File: src/logic/hwce_settings.svh
////////////////////////////////////////////////////////////////////////////
// width and depth settings of the convolution engine wrapper
// include wherever a bus width, the FIFO depth or the word step is needed
////////////////////////////////////////////////////////////////////////////

`ifndef HWCE_SETTINGS_SVH
`define HWCE_SETTINGS_SVH

// memory side
`define HWCE_ADDR_W 32
`define HWCE_DATA_W 32
`define HWCE_WORD_BYTES 4

// configuration side, the address is a word index into the register map
`define HWCE_ID_W 8
`define HWCE_CFG_ADDR_W 3

// job sizing
`define HWCE_LEN_W 16
`define HWCE_FIFO_DEPTH 4

`endif

File: src/logic/hwce_pkg.sv
////////////////////////////////////////////////////////////////////////////
// shared types of the convolution engine wrapper
// memory and configuration buses, the programmed job, register map and
// the state encodings; imported by the RTL and the testbench
////////////////////////////////////////////////////////////////////////////

`include "hwce_settings.svh"

package hwce_pkg;

  typedef struct packed {
    logic                    req;
    logic                    we;
    logic [`HWCE_ADDR_W-1:0] addr;
    logic [`HWCE_DATA_W-1:0] wdata;
  } tcdm_req_t;

  typedef struct packed {
    logic                    gnt;
    logic                    r_valid;
    logic [`HWCE_DATA_W-1:0] r_data;
  } tcdm_rsp_t;

  typedef struct packed {
    logic                        req;
    logic                        we;
    logic [`HWCE_CFG_ADDR_W-1:0] addr;
    logic [`HWCE_DATA_W-1:0]     wdata;
    logic [`HWCE_ID_W-1:0]       id;
  } cfg_req_t;

  typedef struct packed {
    logic                    r_valid;
    logic [`HWCE_DATA_W-1:0] r_data;
    logic [`HWCE_ID_W-1:0]   r_id;
  } cfg_rsp_t;

  typedef struct packed {
    logic [`HWCE_ADDR_W-1:0] src_base;
    logic [`HWCE_ADDR_W-1:0] dst_base;
    logic [`HWCE_LEN_W-1:0]  len;
    logic [`HWCE_ADDR_W-1:0] wgt_base;
    logic [`HWCE_LEN_W-1:0]  wgt_len;
  } job_cfg_t;

  typedef enum logic [1:0] {JOB_IDLE, JOB_WEIGHTS, JOB_STREAM, JOB_DONE} job_state_e;

  // register map, word indices
  typedef enum logic [`HWCE_CFG_ADDR_W-1:0] {
    REG_TRIGGER  = 0,
    REG_STATUS   = 1,
    REG_SRC_BASE = 2,
    REG_DST_BASE = 3,
    REG_LEN      = 4,
    REG_WGT_BASE = 5,
    REG_WGT_LEN  = 6
  } cfg_reg_e;

  typedef enum logic [1:0] {OWN_NONE, OWN_SOURCE, OWN_SINK, OWN_WEIGHTS} arb_owner_e;

endpackage

File: src/logic/hwce_job_ctrl.sv
////////////////////////////////////////////////////////////////////////////
// configuration slave and job sequencer
// holds the register map, answers every access one cycle later, runs the
// weight phase and then the stream phase and pulses evt_o at job end
////////////////////////////////////////////////////////////////////////////

`timescale 1ns/100ps

`include "hwce_settings.svh"

module hwce_job_ctrl import hwce_pkg::*; (
  input  logic     clk_gated,
  input  logic     rst_n,
  input  cfg_req_t cfg_i,
  output cfg_rsp_t cfg_o,
  output job_cfg_t job_o,
  output logic     wgt_start_o,
  output logic     stream_start_o,
  input  logic     wgt_done_i,
  input  logic     src_done_i,
  input  logic     snk_done_i,
  output logic     busy_o,
  output logic     evt_o
);

  job_state_e              state_q;
  job_cfg_t                job_q;
  logic                    src_done_q;
  logic                    snk_done_q;
  logic                    src_seen;
  logic                    snk_seen;
  logic                    cfg_wr;
  logic                    trigger;
  logic [`HWCE_DATA_W-1:0] rd_data;
  logic                    rsp_valid_q;
  logic [`HWCE_DATA_W-1:0] rsp_data_q;
  logic [`HWCE_ID_W-1:0]   rsp_id_q;

  assign busy_o  = (state_q == JOB_WEIGHTS) || (state_q == JOB_STREAM);
  assign evt_o   = (state_q == JOB_DONE);
  assign job_o   = job_q;
  // register writes only land while no job runs
  assign cfg_wr  = cfg_i.req && cfg_i.we && !busy_o;
  assign trigger = cfg_wr && (cfg_reg_e'(cfg_i.addr) == REG_TRIGGER);

  always_ff @(posedge clk_gated or negedge rst_n) begin
    if (!rst_n) begin
      job_q <= '0;
    end else if (cfg_wr) begin
      case (cfg_reg_e'(cfg_i.addr))
        REG_SRC_BASE: job_q.src_base <= cfg_i.wdata;
        REG_DST_BASE: job_q.dst_base <= cfg_i.wdata;
        REG_LEN:      job_q.len      <= cfg_i.wdata[`HWCE_LEN_W-1:0];
        REG_WGT_BASE: job_q.wgt_base <= cfg_i.wdata;
        REG_WGT_LEN:  job_q.wgt_len  <= cfg_i.wdata[`HWCE_LEN_W-1:0];
        default: ;
      endcase
    end
  end

  always_comb begin
    case (cfg_reg_e'(cfg_i.addr))
      REG_STATUS:   rd_data = `HWCE_DATA_W'(busy_o);
      REG_SRC_BASE: rd_data = job_q.src_base;
      REG_DST_BASE: rd_data = job_q.dst_base;
      REG_LEN:      rd_data = `HWCE_DATA_W'(job_q.len);
      REG_WGT_BASE: rd_data = job_q.wgt_base;
      REG_WGT_LEN:  rd_data = `HWCE_DATA_W'(job_q.wgt_len);
      default:      rd_data = '0;
    endcase
  end

  // reply one cycle after every request, reads and writes alike
  always_ff @(posedge clk_gated or negedge rst_n) begin
    if (!rst_n) begin
      rsp_valid_q <= 1'b0;
    end else begin
      rsp_valid_q <= cfg_i.req;
    end
  end

  always_ff @(posedge clk_gated) begin
    if (cfg_i.req) begin
      rsp_data_q <= rd_data;
      rsp_id_q   <= cfg_i.id;
    end
  end

  assign cfg_o = '{r_valid: rsp_valid_q, r_data: rsp_data_q, r_id: rsp_id_q};

  // a done pulse counts whether it arrives now or was latched before
  assign src_seen = src_done_q || src_done_i;
  assign snk_seen = snk_done_q || snk_done_i;

  always_ff @(posedge clk_gated or negedge rst_n) begin
    if (!rst_n) begin
      state_q        <= JOB_IDLE;
      wgt_start_o    <= 1'b0;
      stream_start_o <= 1'b0;
      src_done_q     <= 1'b0;
      snk_done_q     <= 1'b0;
    end else begin
      wgt_start_o    <= 1'b0;
      stream_start_o <= 1'b0;
      case (state_q)
        JOB_IDLE, JOB_DONE: begin
          state_q <= JOB_IDLE;
          if (trigger && job_q.wgt_len != '0) begin
            state_q     <= JOB_WEIGHTS;
            wgt_start_o <= 1'b1;
          end else if (trigger) begin
            state_q        <= JOB_STREAM;
            stream_start_o <= 1'b1;
          end
        end
        JOB_WEIGHTS: begin
          if (wgt_done_i) begin
            state_q        <= JOB_STREAM;
            stream_start_o <= 1'b1;
          end
        end
        JOB_STREAM: begin
          src_done_q <= src_seen;
          snk_done_q <= snk_seen;
          if (src_seen && snk_seen) begin
            state_q    <= JOB_DONE;
            src_done_q <= 1'b0;
            snk_done_q <= 1'b0;
          end
        end
        default: state_q <= JOB_IDLE;
      endcase
    end
  end

endmodule

File: src/logic/hwce_weight_loader.sv
////////////////////////////////////////////////////////////////////////////
// weight loader
// reads wgt_len words from wgt_base and strobes every returned word with
// its index; done comes with the last response
////////////////////////////////////////////////////////////////////////////

`timescale 1ns/100ps

`include "hwce_settings.svh"

module hwce_weight_loader import hwce_pkg::*; (
  input  logic                    clk_gated,
  input  logic                    rst_n,
  input  job_cfg_t                job_i,
  input  logic                    start_i,
  output tcdm_req_t               mem_o,
  input  tcdm_rsp_t               mem_i,
  output logic                    wgt_valid_o,
  output logic [`HWCE_DATA_W-1:0] wgt_data_o,
  output logic [`HWCE_LEN_W-1:0]  wgt_idx_o,
  output logic                    done_o
);

  logic                   active_q;
  logic [`HWCE_LEN_W-1:0] iss_cnt_q;
  logic [`HWCE_LEN_W-1:0] rsp_cnt_q;

  assign mem_o.req   = active_q && (iss_cnt_q != job_i.wgt_len);
  assign mem_o.we    = 1'b0;
  assign mem_o.addr  = job_i.wgt_base + iss_cnt_q * `HWCE_WORD_BYTES;
  assign mem_o.wdata = '0;

  // responses come back in order, so the response count is the index
  assign wgt_valid_o = mem_i.r_valid;
  assign wgt_data_o  = mem_i.r_data;
  assign wgt_idx_o   = rsp_cnt_q;
  assign done_o      = mem_i.r_valid && (rsp_cnt_q == job_i.wgt_len - 1'b1);

  always_ff @(posedge clk_gated or negedge rst_n) begin
    if (!rst_n) begin
      active_q  <= 1'b0;
      iss_cnt_q <= '0;
      rsp_cnt_q <= '0;
    end else if (start_i) begin
      active_q  <= 1'b1;
      iss_cnt_q <= '0;
      rsp_cnt_q <= '0;
    end else begin
      if (mem_o.req && mem_i.gnt) begin
        iss_cnt_q <= iss_cnt_q + 1'b1;
      end
      if (mem_i.r_valid) begin
        rsp_cnt_q <= rsp_cnt_q + 1'b1;
      end
      if (done_o) begin
        active_q <= 1'b0;
      end
    end
  end

endmodule

File: src/logic/hwce_stream_source.sv
////////////////////////////////////////////////////////////////////////////
// memory to stream source
// reads len words from src_base into a small FIFO and drains it onto the
// output stream; done pulses with the last stream transfer
////////////////////////////////////////////////////////////////////////////

`timescale 1ns/100ps

`include "hwce_settings.svh"

module hwce_stream_source import hwce_pkg::*; (
  input  logic                    clk_gated,
  input  logic                    rst_n,
  input  job_cfg_t                job_i,
  input  logic                    start_i,
  output tcdm_req_t               mem_o,
  input  tcdm_rsp_t               mem_i,
  output logic [`HWCE_DATA_W-1:0] out_data_o,
  output logic                    out_valid_o,
  input  logic                    out_ready_i,
  output logic                    done_o
);

  localparam int PTR_W = $clog2(`HWCE_FIFO_DEPTH);

  logic                    active_q;
  logic                    inflight_q;
  logic [`HWCE_LEN_W-1:0]  iss_cnt_q;
  logic [`HWCE_LEN_W-1:0]  xfer_cnt_q;
  logic [PTR_W-1:0]        wr_ptr_q;
  logic [PTR_W-1:0]        rd_ptr_q;
  logic [PTR_W:0]          fill_q;
  logic [`HWCE_DATA_W-1:0] fifo_mem [`HWCE_FIFO_DEPTH];
  logic                    room;
  logic                    push;
  logic                    pop;

  // a word in flight already owns a FIFO slot
  assign room = (int'(fill_q) + int'(inflight_q)) < `HWCE_FIFO_DEPTH;

  assign mem_o.req   = active_q && (iss_cnt_q != job_i.len) && room;
  assign mem_o.we    = 1'b0;
  assign mem_o.addr  = job_i.src_base + iss_cnt_q * `HWCE_WORD_BYTES;
  assign mem_o.wdata = '0;

  assign push        = mem_i.r_valid;
  assign pop         = out_valid_o && out_ready_i;
  assign out_valid_o = (fill_q != '0);
  assign out_data_o  = fifo_mem[rd_ptr_q];
  assign done_o      = pop && (xfer_cnt_q == job_i.len - 1'b1);

  always_ff @(posedge clk_gated or negedge rst_n) begin
    if (!rst_n) begin
      active_q   <= 1'b0;
      inflight_q <= 1'b0;
      iss_cnt_q  <= '0;
      xfer_cnt_q <= '0;
      wr_ptr_q   <= '0;
      rd_ptr_q   <= '0;
      fill_q     <= '0;
    end else begin
      inflight_q <= mem_o.req && mem_i.gnt;
      if (start_i) begin
        active_q   <= 1'b1;
        iss_cnt_q  <= '0;
        xfer_cnt_q <= '0;
      end else begin
        if (mem_o.req && mem_i.gnt) begin
          iss_cnt_q <= iss_cnt_q + 1'b1;
        end
        if (pop) begin
          xfer_cnt_q <= xfer_cnt_q + 1'b1;
        end
        if (done_o) begin
          active_q <= 1'b0;
        end
      end
      if (push) begin
        wr_ptr_q <= wr_ptr_q + 1'b1;
      end
      if (pop) begin
        rd_ptr_q <= rd_ptr_q + 1'b1;
      end
      case ({push, pop})
        2'b10:   fill_q <= fill_q + 1'b1;
        2'b01:   fill_q <= fill_q - 1'b1;
        default: fill_q <= fill_q;
      endcase
    end
  end

  always_ff @(posedge clk_gated) begin
    if (push) begin
      fifo_mem[wr_ptr_q] <= mem_i.r_data;
    end
  end

endmodule

File: src/logic/hwce_stream_sink.sv
////////////////////////////////////////////////////////////////////////////
// stream to memory sink
// takes one input word at a time into a holding register and writes it to
// dst_base plus the word offset; done pulses when the len-th write is granted
////////////////////////////////////////////////////////////////////////////

`timescale 1ns/100ps

`include "hwce_settings.svh"

module hwce_stream_sink import hwce_pkg::*; (
  input  logic                    clk_gated,
  input  logic                    rst_n,
  input  job_cfg_t                job_i,
  input  logic                    start_i,
  input  logic [`HWCE_DATA_W-1:0] in_data_i,
  input  logic                    in_valid_i,
  output logic                    in_ready_o,
  output tcdm_req_t               mem_o,
  input  tcdm_rsp_t               mem_i,
  output logic                    done_o
);

  logic                    active_q;
  logic                    hold_vld_q;
  logic [`HWCE_LEN_W-1:0]  wr_cnt_q;
  logic [`HWCE_DATA_W-1:0] hold_data_q;

  // no new word while the held one waits for the memory
  assign in_ready_o = active_q && !hold_vld_q;

  assign mem_o.req   = hold_vld_q;
  assign mem_o.we    = 1'b1;
  assign mem_o.addr  = job_i.dst_base + wr_cnt_q * `HWCE_WORD_BYTES;
  assign mem_o.wdata = hold_data_q;

  assign done_o = mem_i.gnt && (wr_cnt_q == job_i.len - 1'b1);

  always_ff @(posedge clk_gated or negedge rst_n) begin
    if (!rst_n) begin
      active_q   <= 1'b0;
      hold_vld_q <= 1'b0;
      wr_cnt_q   <= '0;
    end else if (start_i) begin
      active_q   <= 1'b1;
      hold_vld_q <= 1'b0;
      wr_cnt_q   <= '0;
    end else begin
      if (in_valid_i && in_ready_o) begin
        hold_vld_q <= 1'b1;
      end else if (mem_i.gnt) begin
        hold_vld_q <= 1'b0;
        wr_cnt_q   <= wr_cnt_q + 1'b1;
      end
      if (done_o) begin
        active_q <= 1'b0;
      end
    end
  end

  always_ff @(posedge clk_gated) begin
    if (in_valid_i && in_ready_o) begin
      hold_data_q <= in_data_i;
    end
  end

endmodule

File: src/logic/hwce_tcdm_arbiter.sv
////////////////////////////////////////////////////////////////////////////
// round-robin share of the single TCDM port
// peers in order weights, source, sink; the read owner is registered at
// grant so r_valid goes back to that peer only
////////////////////////////////////////////////////////////////////////////

`timescale 1ns/100ps

module hwce_tcdm_arbiter import hwce_pkg::*; (
  input  logic      clk_gated,
  input  logic      rst_n,
  input  tcdm_req_t wgt_req_i,
  output tcdm_rsp_t wgt_rsp_o,
  input  tcdm_req_t src_req_i,
  output tcdm_rsp_t src_rsp_o,
  input  tcdm_req_t snk_req_i,
  output tcdm_rsp_t snk_rsp_o,
  output tcdm_req_t mem_req_o,
  input  tcdm_rsp_t mem_rsp_i
);

  localparam int NP = 3;
  localparam arb_owner_e PEER_OWN [NP] = '{OWN_WEIGHTS, OWN_SOURCE, OWN_SINK};

  tcdm_req_t  peer_req [NP];
  tcdm_rsp_t  peer_rsp [NP];
  logic [1:0] last_q;
  logic [1:0] sel_idx;
  logic       sel_vld;
  arb_owner_e owner_q;
  arb_owner_e pend_q;
  arb_owner_e lock;

  assign peer_req[0] = wgt_req_i;
  assign peer_req[1] = src_req_i;
  assign peer_req[2] = snk_req_i;
  assign wgt_rsp_o   = peer_rsp[0];
  assign src_rsp_o   = peer_rsp[1];
  assign snk_rsp_o   = peer_rsp[2];

  // an outstanding read or a request stalled on gnt keeps the port locked
  assign lock = (owner_q != OWN_NONE) ? owner_q : pend_q;

  always_comb begin
    int idx;
    sel_vld = 1'b0;
    sel_idx = '0;
    for (int i = 1; i <= NP; i++) begin
      idx = (int'(last_q) + i) % NP;
      if (!sel_vld && peer_req[idx].req && (lock == OWN_NONE || lock == PEER_OWN[idx])) begin
        sel_vld = 1'b1;
        sel_idx = 2'(idx);
      end
    end
  end

  assign mem_req_o = sel_vld ? peer_req[sel_idx] : '0;

  always_comb begin
    for (int i = 0; i < NP; i++) begin
      peer_rsp[i].gnt     = mem_rsp_i.gnt && sel_vld && (sel_idx == 2'(i));
      peer_rsp[i].r_valid = mem_rsp_i.r_valid && (owner_q == PEER_OWN[i]);
      peer_rsp[i].r_data  = mem_rsp_i.r_data;
    end
  end

  always_ff @(posedge clk_gated or negedge rst_n) begin
    if (!rst_n) begin
      // start from the sink so the weights come first
      last_q  <= 2'd2;
      owner_q <= OWN_NONE;
      pend_q  <= OWN_NONE;
    end else if (mem_req_o.req && mem_rsp_i.gnt) begin
      last_q  <= sel_idx;
      owner_q <= mem_req_o.we ? OWN_NONE : PEER_OWN[sel_idx];
      pend_q  <= OWN_NONE;
    end else begin
      owner_q <= OWN_NONE;
      pend_q  <= sel_vld ? PEER_OWN[sel_idx] : OWN_NONE;
    end
  end

endmodule

File: src/logic/hwce_top.sv
////////////////////////////////////////////////////////////////////////////
// convolution engine wrapper top level
// job controller, weight loader, stream source and sink around one shared
// TCDM master port
////////////////////////////////////////////////////////////////////////////

`timescale 1ns/100ps

`include "hwce_settings.svh"

module hwce_top import hwce_pkg::*; (
  input  logic                    clk_gated,
  input  logic                    rst_n,
  input  cfg_req_t                cfg_i,
  output cfg_rsp_t                cfg_o,
  output tcdm_req_t               mem_req_o,
  input  tcdm_rsp_t               mem_rsp_i,
  output logic [`HWCE_DATA_W-1:0] out_data_o,
  output logic                    out_valid_o,
  input  logic                    out_ready_i,
  input  logic [`HWCE_DATA_W-1:0] in_data_i,
  input  logic                    in_valid_i,
  output logic                    in_ready_o,
  output logic                    wgt_valid_o,
  output logic [`HWCE_DATA_W-1:0] wgt_data_o,
  output logic [`HWCE_LEN_W-1:0]  wgt_idx_o,
  output logic                    busy_o,
  output logic                    evt_o
);

  job_cfg_t  job;
  logic      wgt_start;
  logic      stream_start;
  logic      wgt_done;
  logic      src_done;
  logic      snk_done;
  tcdm_req_t wgt_req;
  tcdm_rsp_t wgt_rsp;
  tcdm_req_t src_req;
  tcdm_rsp_t src_rsp;
  tcdm_req_t snk_req;
  tcdm_rsp_t snk_rsp;

  hwce_job_ctrl i_job_ctrl (
    .clk_gated      (clk_gated),
    .rst_n          (rst_n),
    .cfg_i          (cfg_i),
    .cfg_o          (cfg_o),
    .job_o          (job),
    .wgt_start_o    (wgt_start),
    .stream_start_o (stream_start),
    .wgt_done_i     (wgt_done),
    .src_done_i     (src_done),
    .snk_done_i     (snk_done),
    .busy_o         (busy_o),
    .evt_o          (evt_o)
  );

  hwce_weight_loader i_weight_loader (
    .clk_gated   (clk_gated),
    .rst_n       (rst_n),
    .job_i       (job),
    .start_i     (wgt_start),
    .mem_o       (wgt_req),
    .mem_i       (wgt_rsp),
    .wgt_valid_o (wgt_valid_o),
    .wgt_data_o  (wgt_data_o),
    .wgt_idx_o   (wgt_idx_o),
    .done_o      (wgt_done)
  );

  hwce_stream_source i_stream_source (
    .clk_gated   (clk_gated),
    .rst_n       (rst_n),
    .job_i       (job),
    .start_i     (stream_start),
    .mem_o       (src_req),
    .mem_i       (src_rsp),
    .out_data_o  (out_data_o),
    .out_valid_o (out_valid_o),
    .out_ready_i (out_ready_i),
    .done_o      (src_done)
  );

  hwce_stream_sink i_stream_sink (
    .clk_gated  (clk_gated),
    .rst_n      (rst_n),
    .job_i      (job),
    .start_i    (stream_start),
    .in_data_i  (in_data_i),
    .in_valid_i (in_valid_i),
    .in_ready_o (in_ready_o),
    .mem_o      (snk_req),
    .mem_i      (snk_rsp),
    .done_o     (snk_done)
  );

  hwce_tcdm_arbiter i_tcdm_arbiter (
    .clk_gated (clk_gated),
    .rst_n     (rst_n),
    .wgt_req_i (wgt_req),
    .wgt_rsp_o (wgt_rsp),
    .src_req_i (src_req),
    .src_rsp_o (src_rsp),
    .snk_req_i (snk_req),
    .snk_rsp_o (snk_rsp),
    .mem_req_o (mem_req_o),
    .mem_rsp_i (mem_rsp_i)
  );

endmodule

File: config.mk
export PLATFORM = sky130hd
export DESIGN_NAME = hwce_top
export DESIGN_NICKNAME = d
export VERILOG_FILES = /design/src/logic/hwce_pkg.sv /design/src/logic/hwce_job_ctrl.sv /design/src/logic/hwce_weight_loader.sv /design/src/logic/hwce_stream_source.sv /design/src/logic/hwce_stream_sink.sv /design/src/logic/hwce_tcdm_arbiter.sv /design/src/logic/hwce_top.sv
export VERILOG_INCLUDE_DIRS = /design/src /design/src/logic
export SDC_FILE = /design/constraint.sdc
export NUM_CORES = 1
export LEC_CHECK = 0
export BUFFER_PORTS_ARGS = -buffer_cell sky130_fd_sc_hd__buf_2
export CORE_UTILIZATION = 50
export DETAILED_ROUTE_END_ITERATION = 10
export HOLD_SLACK_MARGIN = 0.02
export PLACE_DENSITY_LB_ADDON = 0.1
export SYNTH_ARGS = -nofsm -noshare
export SYNTH_HDL_FRONTEND = slang
export SYNTH_SLANG_ARGS = --single-unit
File: constraint.sdc
create_clock -name clk_gated -period 6.4 [get_ports clk_gated]
set_input_delay 1.92 -clock clk_gated [delete_from_list [all_inputs] [get_ports clk_gated]]
set_output_delay 1.92 -clock clk_gated [all_outputs]
set_load 0.01 [all_outputs]
# == Word-level counts from Yosys, hierarchy flattened ==
# Memories as Yosys holds them, arrays and structs flattened.
# Index checks and enable logic that the tools add are counted.
# word_totals
ff_bits,305
ramBits,128
in_bits,115
output_inout_bits,192
word_cells,223
mem_count,1
# op_classes
add_sub_neg,18
div,3
magnitude_cmp,5
eq_ne,26
muxes,73
n_bitwise,4
reduce_logical,63
# memory_table
name,depth,word_bits,read_ports,rd_ports_with_merged_regs,write_ports,line,source
i_stream_source.fifo_mem,4,32,1,0,1,hwce_stream_source.sv:33,logic [`HWCE_DATA_W-1:0] fifo_mem [`HWCE_FIFO_DEPTH];
# ops
operator,count
66-bit two-way mux,9
66-bit binary-select mux with 2-bit select,4
32-bit one-hot mux with 6 select lines,1
16-bit two-way mux,11
32-bit by 18-bit adder with 32-bit output,3
"32-bit by 3-bit greater-or-equal comparator with 1-bit output, second input constant",3
"32-bit by 3-bit remainder unit with 32-bit output, second input constant",3
32-bit NOT,3
"16-bit by 1-bit adder with 16-bit output, second input constant",5
16-bit equality test,3
2-bit two-way mux,20
"32-bit by 4-bit < comparator with 1-bit output, second input constant",1
16-bit inequality test,2
"16-bit by 1-bit subtractor with 16-bit output, second input constant",2
1-bit logical AND,28
1-bit two-way mux,21
2-bit nonzero test,10
2-bit binary-select mux with 2-bit select,4
16-bit nonzero test,1
2-bit AND reduction,7
"2-bit equality test, second input constant",5
"3-bit equality test, second input constant",3
"2-bit by 1-bit equality test with 1-bit output, second input constant",4
"2-bit by 2-bit adder with 3-bit output, second input constant",2
other kinds (21),37

# == Depth between registers and ports, before layout ==
# depth
ltp_word,25
depth_mapped,16

# == By module ==
# Synthesis repeated with hierarchy kept, for this count alone.
# hier_totals
hier_cells,2361
hier_area_um2,25964.9
# by_module_without_submodules
module,n_inst,cells_per_inst,area_each_um2,seq_area_each_um2
hwce_stream_source,1,662,8697.1,4869.7
hwce_job_ctrl,1,478,7315.8,4579.4
hwce_weight_loader,1,490,3895.0,825.8
hwce_stream_sink,1,344,3364.5,1411.4
hwce_tcdm_arbiter,1,387,2692.6,151.4

# == Worst setup path before layout ==
# Ideal clock, no wire load.
# synth_path
path_type,register to output
start,register i_tcdm_arbiter.last_q[0]
end,output port mem_req_o[63] (netlist name)
arrival_time_ns,3.134
required_time_ns,4.480
slack_ns,1.346
path_stages_with_launch,14
path_buffers,3
path_cell_list,dfrtp_1 > inv_1 > ha_1 > clkbuf_1 > inv_1 > o21ai_0 > a21oi_1 > a2111o_1 > a31oi_1 > o31a_1 > buf_2 > buf_1 > o22ai_1 > a211oi_1
# synth_lines
element,line,source
"start, declared",hwce_tcdm_arbiter.sv:27,logic [1:0] last_q;
"start signal, assigned",hwce_tcdm_arbiter.sv:74,last_q <= sel_idx;
"end, declared",hwce_top.sv:16,"output tcdm_req_t mem_req_o,"

==> parameters.txt <==
Parameter                              Value

Place
  Buffers on Ports    between 300 and 400
  Final GP Congestion    0.9450
  DP Wirelength    between 50000 and 60000 um

Critical path
  CP endpoint    mem_req_o[40]
  Maximum fanout along the worst path    30
  Worst path buffer plus inverter count    2
  Start of the worst register-to-register path    i_job_ctrl.job_o[49]$_DFFE_PN0P_
  Start point of the critical path    i_job_ctrl.job_o[54]$_DFFE_PN0P_
  Flop2flop setup slack    2.20 ns
  Total number of cells along the worst setup path    10
  CP startpoint kind    flop
  Library cell contributing the largest single delay on the critical path    sky130_fd_sc_hd__dfrtp_1
  Critical path cell sequence    xor2_1, nor4_1, nand4_1, nand2_1, a221oi_1, o31ai_4, buf_4, a22oi_1, a21oi_1, buf_2
  Largest stage delay on the critical path    around 0.5 ns
  Type of the worst setup path    flop to primary output
  FF-to-FF path depth    11
  Arrival time at the worst endpoint    4.24 ns
  Kind of end point of the critical path    primary output
  Critical Path RT    4.48 ns
  Largest delay contributor family on the critical path    compound AO/OA/AOI/OAI gates
  Capturing point of the worst reg2reg path    i_job_ctrl.state_q[0]$_DFFE_PN0P_

Floorplanning
  Core outline area    0.04685 mm2
  Initial standard-cell utilization of the core    51.11%
  Die height    220.8 um
  Chip Width    220.8 um
  Number of core rows    79
  Ports    307
  Die Footprint    0.04877 mm2

Clock network
  Clock buffer depth    3
  CTS Hold Buffers Added    0
  Clock tree root driver cell    sky130_fd_sc_hd__clkbuf_16
  Clock tree from TritonCTS    yes
  CTS clock-pin slew for the worst setup and hold paths    0.06 ns
  TritonCTS Buffers    48
  Clock Sink Count    433
  Clock insertion delay at the later pin of the skew report    0.60 ns
  Number of H-tree branching levels    2

Global routing
  Overall overflow remaining after global route    0
  Largest net degree at the start of global routing    103
  Vias in the first global route    between 15k and 20k
  First-pass GRT wire length    110400 um
  Total Routing Usage GR    between 20 and 30%
  Number of antenna violations at the first check in global routing    6

STA
  Final hold slack    roughly 0.5 ns
  Clock tree skew after final layout    0.01489 ns
  Max-slew violation total from the final report    0
  Min cycle time layout    6.157 ns
  Least-Margin Pin Slew    roughly 1.1 ns
  Final clock period utilization by the worst path    96.20%
  Final setup violation count    0
  Max Clk Rate    0.1624 GHz
  Unrepaired setup endpoints after global routing    false
  Total Negative Setup Slacks    0 ns
  Worst relative slew slack    24.63%
  Final hold violation count    0

Drt
  Antenna Violating Nets Remaining    0
  Number of detailed-routing iterations run before antenna repair    8
  Routed via count    18.29k
  Final wirelength    72690 um
  Initial DRC Count    1682
  Detail-routed net length per standard cell    about 24 um
  Via/cell ratio    6.084
  Post-route DRC    20

Synthesis
  Synthesized flop and latch total    433
  Gate Count Post-Synth    between 2k and 2.5k
  Most used flip-flop cell after synthesis    sky130_fd_sc_hd__dfrtp_1
  Async SR Flop Fraction    a little over half
  EDFF count, synth    200
  Avg Inst Size Synth    approximately 11 um2
  Warnings, synthesis    0
  Synthesized cell area    0.02395 mm2
  Yosys cell types    90
  Proportion of synthesized chip area in sequential cells    between 40% and 50%
  Number of nets in the synthesized netlist    2288

Power and ir drop
  Worst IR drop on VDD    between 0.4 and 0.5 mV
  Overall power of the completed layout    around 15000 uW
  Part of the total power dissipated in the clock network    20.0%
  Net switching fraction of the power    a little over two fifths
  Leak    0.01185 uW
  Sequential power share    between 30% and 40%
  Pwr Density    532.1 mW/mm2
  Share of total power in combinational logic    49.9%
  Internal power    8264 uW
  Switching power summed over all nets    about 6400 uW

Layout
  Layout cell share with drive strength beyond 1    25.95%
  Most frequent cells in the layout    305 x sky130_fd_sc_hd__buf_2, 230 x sky130_fd_sc_hd__dfrtp_1, 200 x sky130_fd_sc_hd__edfxtp_1, 141 x sky130_fd_sc_hd__nand2_1
  Area growth from synthesis to final layout    15.19%
  Final net count    2543
  Most common cell after layout, fill and taps aside    sky130_fd_sc_hd__buf_2

Min path
  Class of the tightest hold or removal check    flop to flop

Run
  Number of maximum-capacitance violations    0

Run status
  Outcome    finished with violations
  Failing checks    DRC
[worst min path at each step]
| stage | startpoint | end | cells after the start |
|---|---|---|---|
| 2_1_floorplan | i_stream_sink.active_q$_DFFE_PN0P_ | i_stream_sink.active_q$_DFFE_PN0P_ | 1 |
| 3_3_place_gp | i_stream_source.fill_q[2]$_DFFE_PN0P_ | i_stream_source.fill_q[2]$_DFFE_PN0P_ | 1 |
| 3_5_place_dp | i_stream_sink.active_q$_DFFE_PN0P_ | i_stream_sink.active_q$_DFFE_PN0P_ | 1 |
| 4_1_cts | i_stream_sink.active_q$_DFFE_PN0P_ | i_stream_sink.active_q$_DFFE_PN0P_ | 1 |
| 5_1_grt | i_stream_source.fill_q[2]$_DFFE_PN0P_ | i_stream_source.fill_q[2]$_DFFE_PN0P_ | 1 |
| 6_report | i_stream_sink.active_q$_DFFE_PN0P_ | i_stream_sink.active_q$_DFFE_PN0P_ | 1 |
[cells in the mapped netlist, drive strengths merged, types with 50 or more instances]
library cell,n,area (um2)
xor2,103,902.1
dfrtp,232,5806
mux2,138,1554
buf,57,371.6
edfxtp,200,6006
nand2,141,529.3
o21ai,68,340.3
and3,72,450.4
inv,50,187.7
xnor2,101,884.6
ha,67,838.3
nor3,54,286.5
nor2,131,491.7
a21oi,82,410.4
nand3,61,305.3
clkbuf,84,315.3
[logic make-up after synthesis]
logic type	count (synthesis)	share of synthesized area [%]
xor gates and xnor gates	212	8.219
and+or+nand+nor	637	13.69
AOI/OAI and AO/OA	350	10.08
DFF	433	49.43
adders and majority gates	71	3.835
muxes	208	11.09
buffers and inverters	191	3.652
[sequential cells by signal, indices dropped and copies added, names as in the netlist, 32 cells and up]
signal,cells
i_stream_source.fifo_mem,128
i_stream_sink.hold_data_q,32
i_job_ctrl.rsp_data_q,32
i_job_ctrl.job_o,128
[cell type report]
class / instances / area, um2
Tap cell: 607 / 759.5
Fill cell: 3897 / 19270
Antenna cell: 2 / 5.005
Clock buffer: 70 / 1344
Timing Repair Buffer: 346 / 1854
Inverter: 50 / 187.7
Sequential cell: 433 / 11840
Clock inverter: 20 / 341.6
Multi-Input combinational cell: 1478 / 11250
[metrics by stage]
stage	worst slack (ns)	util, %	area [um2]	instances
2_1_floorplan	1.346	-	23950	2102
3_3_place_gp	0.9477	55.25	25890	2914
3_5_place_dp	0.8881	55.25	25890	2914
4_1_cts	0.2280	58.85	27570	3004
5_1_grt	0.03989	58.87	27580	3005
6_report	0.2431	58.87	27580	3006
[repair_timing]
item,in CTS,in global routing
gates resized for setup,0,2
setup buffers,0,0
setup endpoints to repair,0,7
[power by group through the flow]
stage | sequential, uW | combinational (uW) | clock [uW]
6_report | 4430 | 7320 | 2930
3_3_place_gp | 4430 | 7190 | 0
3_5_place_dp | 4460 | 7230 | 0
2_1_floorplan | 4050 | 4860 | 0
5_1_grt | 4520 | 7840 | 3090
4_1_cts | 4410 | 7270 | 2990
[layer usage]
layer | routed length, um | track usage [%] | vias up
met5 | 38 | 0 | -
met4 | 2084 | 10.15 | 6
li1 | - | - | 8282
met1 | 31120 | 40.63 | 9225
met3 | 5461 | 6.480 | 127
met2 | 33990 | 46.91 | 650
Power figures use the tool's default switching activity.
